===== src/source/fetch_config.svh =====
/* fetch stage configuration macros
   word width, prefetch depth, start address and reset instruction */

`ifndef FETCH_CONFIG_SVH
`define FETCH_CONFIG_SVH

// address and instruction width
`define FETCH_XLEN 32

// prefetch buffer entries, power of two
`define FETCH_BUF_DEPTH 4

// first fetch after power-on or system reset
`define FETCH_START_ADDR 32'h0000_0100

// addi x0, x0, 0
`define FETCH_NOP 32'h0000_0013

`endif


===== src/source/fetch_pkg.sv =====
/* shared fetch types
   word, prefetch entry and buffer occupancy count */

`include "fetch_config.svh"

package fetch_pkg;

    //////////////////////////////////////////////////
    // basic word
    //////////////////////////////////////////////////

    // one address or one instruction
    typedef logic [`FETCH_XLEN-1:0] word_t;

    //////////////////////////////////////////////////
    // prefetch buffer payload
    //////////////////////////////////////////////////

    // fetched word with the address it came from
    typedef struct packed {
        word_t pc;
        word_t instr;
    } fetch_entry_t;

    // holds 0 up to the full depth
    typedef logic [$clog2(`FETCH_BUF_DEPTH+1)-1:0] buf_count_t;

endpackage


===== src/source/fetch_sequencer.sv =====
/* fetch request sequencer
   fetch address, memory request, in-flight tracking, redirect and flush */

`include "fetch_config.svh"

module fetch_sequencer (
    input  logic                    clk,
    input  logic                    reset_n,
    input  logic                    sys_reset_i,
    input  logic                    jump_i,
    input  logic                    ctx_switch_i,
    input  logic                    busy_i,
    input  fetch_pkg::word_t        jump_target_i,
    input  fetch_pkg::word_t        ctx_switch_target_i,
    input  fetch_pkg::word_t        instr_data_i,
    input  fetch_pkg::buf_count_t   free_count_i,
    output logic                    fetch_req_o,
    output fetch_pkg::word_t        fetch_addr_o,
    output logic                    flush_o,
    output logic                    push_o,
    output fetch_pkg::fetch_entry_t push_entry_o
);

    localparam int XLEN = `FETCH_XLEN;
    localparam fetch_pkg::word_t START_ADDR = `FETCH_START_ADDR;

    // word addresses, byte offset implied zero
    logic [XLEN-1:2] fetch_word_q;
    logic [XLEN-1:2] pend_word_q;
    logic [XLEN-1:2] redirect_word;

    // one response in flight at most
    logic pend_q;

    logic                  redirect;
    logic                  accept;
    fetch_pkg::buf_count_t pend_count;

    //////////////////////////////////////////////////
    // redirect
    //////////////////////////////////////////////////

    assign redirect = sys_reset_i || ctx_switch_i || jump_i;

    // system reset over context switch over jump
    always_comb begin
        if (sys_reset_i) begin
            redirect_word = START_ADDR[XLEN-1:2];
        end else if (ctx_switch_i) begin
            redirect_word = ctx_switch_target_i[XLEN-1:2];
        end else begin
            redirect_word = jump_target_i[XLEN-1:2];
        end
    end

    // buffer and issue drop everything on redirect
    assign flush_o = redirect;

    //////////////////////////////////////////////////
    // memory request
    //////////////////////////////////////////////////

    // response still due takes a slot of its own
    assign pend_count = fetch_pkg::buf_count_t'(pend_q);

    // request only while a slot is left after the response in flight
    assign fetch_req_o  = !redirect && (free_count_i > pend_count);
    assign accept       = fetch_req_o && !busy_i;
    assign fetch_addr_o = {fetch_word_q, 2'b00};

    always_ff @(posedge clk or negedge reset_n) begin
        if (!reset_n) begin
            fetch_word_q <= START_ADDR[XLEN-1:2];
        end else if (redirect) begin
            fetch_word_q <= redirect_word;
        end else if (accept) begin
            // next sequential word
            fetch_word_q <= fetch_word_q + 1'b1;
        end
    end

    //////////////////////////////////////////////////
    // in-flight tracking
    //////////////////////////////////////////////////

    // redirect drops the response of the old stream
    always_ff @(posedge clk or negedge reset_n) begin
        if (!reset_n) begin
            pend_q <= 1'b0;
        end else if (redirect) begin
            pend_q <= 1'b0;
        end else begin
            pend_q <= accept;
        end
    end

    // address of the word on its way back
    always_ff @(posedge clk or negedge reset_n) begin
        if (!reset_n) begin
            pend_word_q <= '0;
        end else if (accept) begin
            pend_word_q <= fetch_word_q;
        end
    end

    // response valid exactly one cycle after acceptance
    assign push_o             = pend_q && !redirect;
    assign push_entry_o.pc    = {pend_word_q, 2'b00};
    assign push_entry_o.instr = instr_data_i;

endmodule


===== src/source/fetch_buffer.sv =====
/* prefetch ring buffer of fetch entries
   flush, push, pop and free-slot count */

`include "fetch_config.svh"

module fetch_buffer (
    input  logic                    clk,
    input  logic                    reset_n,
    input  logic                    flush_i,
    input  logic                    push_i,
    input  logic                    pop_i,
    input  fetch_pkg::fetch_entry_t push_entry_i,
    output logic                    head_valid_o,
    output fetch_pkg::fetch_entry_t head_entry_o,
    output fetch_pkg::buf_count_t   free_count_o
);

    localparam int DEPTH = `FETCH_BUF_DEPTH;
    localparam int PTR_W = $clog2(DEPTH);
    localparam fetch_pkg::buf_count_t FULL_COUNT = fetch_pkg::buf_count_t'(DEPTH);

    // entry storage
    fetch_pkg::fetch_entry_t mem [DEPTH];

    // pointers wrap on their own with power of two depth
    logic [PTR_W-1:0]      rd_ptr_q;
    logic [PTR_W-1:0]      wr_ptr_q;
    fetch_pkg::buf_count_t count_q;

    logic full;
    logic do_push;
    logic do_pop;

    //////////////////////////////////////////////////
    // status
    //////////////////////////////////////////////////

    assign full         = (count_q == FULL_COUNT);
    assign head_valid_o = (count_q != '0);
    assign free_count_o = FULL_COUNT - count_q;

    // pop of an empty buffer is ignored
    assign do_pop  = pop_i && head_valid_o;
    // full buffer still takes a push alongside a pop
    assign do_push = push_i && (!full || do_pop);

    //////////////////////////////////////////////////
    // storage
    //////////////////////////////////////////////////

    always_ff @(posedge clk) begin
        if (do_push && !flush_i) begin
            mem[wr_ptr_q] <= push_entry_i;
        end
    end

    // oldest entry
    assign head_entry_o = mem[rd_ptr_q];

    //////////////////////////////////////////////////
    // pointers and occupancy
    //////////////////////////////////////////////////

    always_ff @(posedge clk or negedge reset_n) begin
        if (!reset_n) begin
            rd_ptr_q <= '0;
            wr_ptr_q <= '0;
            count_q  <= '0;
        end else if (flush_i) begin
            // flush beats push and pop
            rd_ptr_q <= '0;
            wr_ptr_q <= '0;
            count_q  <= '0;
        end else begin
            if (do_push) begin
                wr_ptr_q <= wr_ptr_q + 1'b1;
            end
            if (do_pop) begin
                rd_ptr_q <= rd_ptr_q + 1'b1;
            end
            // push and pop together leave count alone
            case ({do_push, do_pop})
                2'b10:   count_q <= count_q + 1'b1;
                2'b01:   count_q <= count_q - 1'b1;
                default: count_q <= count_q;
            endcase
        end
    end

endmodule


===== src/source/fetch_issue.sv =====
/* issue register toward decode
   valid, pc, instruction and jumping flag under decode back-pressure */

`include "fetch_config.svh"

module fetch_issue (
    input  logic                    clk,
    input  logic                    reset_n,
    input  logic                    enable_i,
    input  logic                    flush_i,
    input  logic                    head_valid_i,
    input  fetch_pkg::fetch_entry_t head_entry_i,
    output logic                    pop_o,
    output logic                    valid_o,
    output logic                    jumping_o,
    output fetch_pkg::word_t        pc_o,
    output fetch_pkg::word_t        instruction_o
);

    //////////////////////////////////////////////////
    // buffer side
    //////////////////////////////////////////////////

    // take the head on an enabled edge
    // nothing taken while the stream is being flushed
    assign pop_o = enable_i && head_valid_i && !flush_i;

    //////////////////////////////////////////////////
    // decode side
    //////////////////////////////////////////////////

    // valid and jumping flag
    always_ff @(posedge clk or negedge reset_n) begin
        if (!reset_n) begin
            valid_o   <= 1'b0;
            jumping_o <= 1'b1;
        end else if (flush_i) begin
            // old stream gone, wait for the new one
            valid_o   <= 1'b0;
            jumping_o <= 1'b1;
        end else if (enable_i) begin
            // current output consumed
            valid_o <= head_valid_i;
            if (head_valid_i) begin
                // first entry of the new stream
                jumping_o <= 1'b0;
            end
        end
    end

    // pc and instruction hold unless a new entry is loaded
    always_ff @(posedge clk or negedge reset_n) begin
        if (!reset_n) begin
            pc_o          <= `FETCH_START_ADDR;
            instruction_o <= `FETCH_NOP;
        end else if (pop_o) begin
            pc_o          <= head_entry_i.pc;
            instruction_o <= head_entry_i.instr;
        end
    end

endmodule


===== src/source/fetch_top.sv =====
/* instruction fetch stage top level
   request sequencer, prefetch buffer and issue register */

`include "fetch_config.svh"

module fetch_top (
    input  logic             clk,
    input  logic             reset_n,
    input  logic             sys_reset_i,
    input  logic             enable_i,
    input  logic             jump_i,
    input  logic             ctx_switch_i,
    input  logic             busy_i,
    input  fetch_pkg::word_t jump_target_i,
    input  fetch_pkg::word_t ctx_switch_target_i,
    input  fetch_pkg::word_t instr_data_i,
    output logic             fetch_req_o,
    output fetch_pkg::word_t fetch_addr_o,
    output logic             valid_o,
    output fetch_pkg::word_t pc_o,
    output fetch_pkg::word_t instruction_o,
    output logic             jumping_o
);

    // sequencer to buffer and issue
    logic                    flush;
    logic                    push;
    fetch_pkg::fetch_entry_t push_entry;

    // buffer to sequencer and issue
    logic                    head_valid;
    fetch_pkg::fetch_entry_t head_entry;
    fetch_pkg::buf_count_t   free_count;

    // issue to buffer
    logic                    pop;

    //////////////////////////////////////////////////
    // memory side
    //////////////////////////////////////////////////

    fetch_sequencer i_sequencer (
        .clk                 (clk),
        .reset_n             (reset_n),
        .sys_reset_i         (sys_reset_i),
        .jump_i              (jump_i),
        .ctx_switch_i        (ctx_switch_i),
        .busy_i              (busy_i),
        .jump_target_i       (jump_target_i),
        .ctx_switch_target_i (ctx_switch_target_i),
        .instr_data_i        (instr_data_i),
        .free_count_i        (free_count),
        .fetch_req_o         (fetch_req_o),
        .fetch_addr_o        (fetch_addr_o),
        .flush_o             (flush),
        .push_o              (push),
        .push_entry_o        (push_entry)
    );

    // every fetched word passes through here
    fetch_buffer i_buffer (
        .clk          (clk),
        .reset_n      (reset_n),
        .flush_i      (flush),
        .push_i       (push),
        .pop_i        (pop),
        .push_entry_i (push_entry),
        .head_valid_o (head_valid),
        .head_entry_o (head_entry),
        .free_count_o (free_count)
    );

    //////////////////////////////////////////////////
    // decode side
    //////////////////////////////////////////////////

    fetch_issue i_issue (
        .clk           (clk),
        .reset_n       (reset_n),
        .enable_i      (enable_i),
        .flush_i       (flush),
        .head_valid_i  (head_valid),
        .head_entry_i  (head_entry),
        .pop_o         (pop),
        .valid_o       (valid_o),
        .jumping_o     (jumping_o),
        .pc_o          (pc_o),
        .instruction_o (instruction_o)
    );

endmodule


===== config.mk =====
export PLATFORM = sky130hd
export DESIGN_NAME = fetch_top
export DESIGN_NICKNAME = d
export VERILOG_FILES = /design/src/source/fetch_pkg.sv /design/src/source/fetch_sequencer.sv /design/src/source/fetch_buffer.sv /design/src/source/fetch_issue.sv /design/src/source/fetch_top.sv
export VERILOG_INCLUDE_DIRS = /design/src /design/src/source
export SDC_FILE = /design/constraint.sdc
export NUM_CORES = 1
export LEC_CHECK = 0
export BUFFER_PORTS_ARGS = -buffer_cell sky130_fd_sc_hd__buf_4
export CAP_MARGIN = 20
export CELL_PAD_IN_SITES_DETAIL_PLACEMENT = 0
export CELL_PAD_IN_SITES_GLOBAL_PLACEMENT = 1
export CORE_ASPECT_RATIO = 0.75
export CORE_MARGIN = 3
export CORE_UTILIZATION = 51
export CTS_BUF_LIST = sky130_fd_sc_hd__clkbuf_2 sky130_fd_sc_hd__clkbuf_4 sky130_fd_sc_hd__clkbuf_8
export DETAILED_ROUTE_END_ITERATION = 10
export PLACE_DENSITY = 0.86
export SYNTH_ARGS = -nofsm -noshare
export SYNTH_HDL_FRONTEND = slang
export SYNTH_SLANG_ARGS = --single-unit

===== constraint.sdc =====
create_clock -name clk -period 5 [get_ports clk]
set_clock_uncertainty 0.05 [all_clocks]
set_input_delay 0.25 -clock clk [delete_from_list [all_inputs] [get_ports clk]]
set_output_delay 0.25 -clock clk [all_outputs]
set_load 0.03 [all_outputs]

==> results.cfg <==
[synth]
synth_edf_count = 248
ys_types = 63
ys_seq_area_frac = 0.703
synth-warning-count = 0
synthArstFlopShare = 0.347
avgSynthCellArea_um2 = 17.6
synth_ff_type = edfxtp_1
syn_area_um2 = 15300
synth-seq-cells = 380
syn_inst = 870

[critical_path]
crit_buf_inv = 3
cp_top_family = buffers and inverters
crit_path_start_kind = register
critPathMaxFanout = 6
crit_arrival_ps = 3920
cpMostUsedCell = dlygate4sd3_1
cp.required_ps = 5450
cpPeakStageDelay_ps = 590
crit_chain = inv_1 -> ha_1 -> or2_0 -> a2111oi_0 -> xor2_1 -> a222oi_1 -> dlygate4sd3_1 -> nor2_1 -> dlygate4sd3_1
slowest_stage = dlygate4sd3_1
crit_type = reg2reg
cp-end-kind = register

[die]
start_util = 0.522
die-area_um2 = 32100
dieHeight_um = 156
die-width_um = 206
rows = 54
core_area_um2 = 29300
ioPinCount = 202

[run_status]
status = finished, final reports clean

[clock_tree]
htreeDepth = 2
cts_setup_buffers = 0
cts_resized = 0
cts-root-buf = clkbuf_8
clockBufferDepth = 3
cts_tree = done
numCtsBuffers = 57
clk_pin_slew_ps = 60
cts.sinks = 380
clk_latency_ps = 620

[routing]
dr.pass1.iters = 6
via_count = 8906
ant_nets = 0
via_per_inst = 5.62
drtIter0Drc = 647
wl_per_cell_um = 21.4
drc_errors = 0
routed_wl_mm = 33.8

[pwr]
p_int_uw = 5190
power.share.clock = 0.416
pwr-share-comb = 0.058
switching_share = 0.221
peakVddDrop_mv = 0.178
p_total_uw = 6660
power.switching_uw = 1470
seqPwrFrac = 0.526
power.density_nw_per_um2 = 351
leakagePower_uw = 0.00748

[global_route]
grt_pass1_vias = 9128
grt_usage = 0.213
antenna_found_initial = 0
overflow = 0
grt_max_degree = 86
grt_pass1_wl_mm = 52.5

[place]
port_buffers = 193
post-dp-hpwl_mm = 19.9
place.gp.congestion = 0.826

[sta]
slew-limit-headroom = 0.301
hold_viol = 0
rsz0062_at_grt = false
slew_viol_final = 0
post-route-min-period_ps = 3480
clock.fmax_mhz = 288
fin_tns_setup_ps = 0
fin_crit_sh = 0.695
setup_violations = 0
tightestPinTransition_ps = 1050

[final_layout]
nNetsFinal = 1256
syn_to_final_growth_pct = 24.0
diodes = 0
drive_gt1_frac = 0.404
fillers = 2127

[worst_hold_path]
hp-class = in2reg

[job]
drv_cap = 0
synthesized netlist by cell type (2+ instances only):
cell | number | area share
a21oi_1 | 18 | 0.0059
edfxtp_1 | 248 | 0.49
nand2b_1 | 2 | 0.00082
buf_2 | 21 | 0.0069
or3_1 | 2 | 0.00082
and2_1 | 6 | 0.0025
o22ai_1 | 5 | 0.0020
a31oi_1 | 8 | 0.0033
mux2i_1 | 21 | 0.014
ha_1 | 9 | 0.0074
and3_1 | 7 | 0.0029
o31ai_1 | 4 | 0.0020
and4_1 | 2 | 0.0011
a21o_1 | 2 | 0.00098
nand3b_1 | 2 | 0.00098
a2111oi_0 | 4 | 0.0023
dfrtp_1 | 126 | 0.21
nand2_1 | 22 | 0.0054
a311o_1 | 4 | 0.0026
nand3_1 | 13 | 0.0043
a41oi_1 | 3 | 0.0017
mux4_2 | 62 | 0.091
a22oi_1 | 5 | 0.0025
a311oi_1 | 3 | 0.0017
dfstp_2 | 6 | 0.010
clkbuf_1 | 18 | 0.0044
o22a_1 | 8 | 0.0046
nor2_2 | 3 | 0.0012
buf_4 | 8 | 0.0039
inv_1 | 11 | 0.0027
nor2_1 | 48 | 0.012
a2bb2oi_1 | 4 | 0.0023
o21a_1 | 8 | 0.0039
nand4_1 | 10 | 0.0041
mux2_2 | 93 | 0.068
nor3_1 | 10 | 0.0033
nor2b_1 | 4 | 0.0016
o21ai_0 | 7 | 0.0023
nor4_1 | 2 | 0.00082
xor2_1 | 3 | 0.0017
xnor2_1 | 6 | 0.0034
state kept, by name, indices dropped and copies added, names as in the netlist:
| name | count |
|---|---|
| i_issue.instruction_o | 32 |
| i_issue.valid_o | 1 |
| i_buffer.count_q | 3 |
| i_issue.jumping_o | 1 |
| i_sequencer.pend_word_q | 30 |
| i_sequencer.pend_q | 1 |
| i_buffer.mem | 248 |
| i_buffer.wr_ptr_q | 2 |
| i_buffer.rd_ptr_q | 2 |
| i_sequencer.fetch_word_q | 30 |
| i_issue.pc_o | 30 |
worst register-to-register path, delay by kind of cell (launching register included):
family,cells,cell delay (ps)
compound gates,2,860
xor+xnor,1,130
fa+ha+maj,1,290
buf+inv,3,1230
flops,1,410
simple gates,2,390
layout by cell type (no fill, tap or decap), types with 11 or more instances in the layout:
| cell | netlist | layout |
|---|---|---|
| mux4_2 | 62 | 62 |
| dlygate4sd3_1 | 0 | 60 |
| dfrtp_1 | 126 | 124 |
| edfxtp_1 | 248 | 248 |
| buf_4 | 8 | 198 |
| nor2_1 | 48 | 48 |
| a21oi_1 | 18 | 18 |
| nand3_1 | 13 | 13 |
| clkbuf_8 | 0 | 67 |
| clkbuf_4 | 0 | 18 |
| inv_1 | 11 | 11 |
| mux2_2 | 93 | 93 |
| mux2i_1 | 21 | 21 |
| nand2_1 | 22 | 22 |
routing by layer:
metal / global-route usage / routed length, um / vias to the layer above / share of wire
li1: - / - / 3972 / -
met1: 0.309 / 15000 / 4597 / 0.44
met2: 0.331 / 16100 / 286 / 0.47
met3: 0.0496 / 2180 / 51 / 0.064
met4: 0.0565 / 616 / 0 / 0.018
met5: 0 / 0 / - / 0
through the flow:
step	instance area (um2)	hold WS [ps]	worst slack [ps]	utilization	instances
6_report	19000	46.0	1520	0.647	1584
5_1_grt	19000	26.8	1360	0.647	1584
4_1_cts	19000	0.636	1560	0.647	1584
3_5_place_dp	17100	363	1870	0.583	1416
3_3_place_gp	17100	361	1910	0.583	1416
2_1_floorplan	15300	-95.6	1540	-	873
what timing repair did:
item,in CTS,in global routing
hold buffers,60,0
hold endpoints to repair,225,0
setup endpoints to repair,0,0
kinds of logic after synthesis:
kind of cell    share of synthesized area
mux                                 0.174
other cells                      0.000245
simple gates                       0.0466
xor+xnor                          0.00515
flops                               0.703
fa+ha+maj                         0.00867
buf+inv                            0.0189
compound gates                     0.0435
path summary, 6_finish.rpt:
kind	start	to	slack, ps	cells past startpoint
worst max-delay path	i_buffer.count_q[0]	i_sequencer.fetch_word_q[7]	1520	9
worst min-delay path	jump_target_i[24]	i_sequencer.fetch_word_q[24]	50	4
worst max register to register	i_buffer.count_q[0]	i_sequencer.fetch_word_q[7]	1520	9
worst min register to register	i_issue.jumping_o	i_issue.jumping_o	430	2
max in group asynchronous	reset_n	i_issue.instruction_o[24]	3400	3
min in group asynchronous	reset_n	i_sequencer.fetch_word_q[3]	220	2
layout make-up:
cell class / count / area, um2 / area share
Clock buffer: 85 / 1060 / 0.0557
Inverter: 11 / 41.3 / 0.00217
Sequential cell: 380 / 10800 / 0.567
Multi-Input combinational cell: 433 / 4290 / 0.226
Clock inverter: 23 / 223 / 0.0117
Tap cell: 392 / 490 / 0.0258
Timing Repair Buffer: 260 / 2120 / 0.112
power groups by stage:
stage                     clock network (uW)  registers (uW)  logic, uW
after CTS                               2840            3510        389
after floorplan                            0            3590        130
after global routing                    2990            3510        418
after detailed placement                   0            3570        348
final                                   2770            3510        387
after global placement                     0            3560        340
Power figures use the tool's default switching activity.
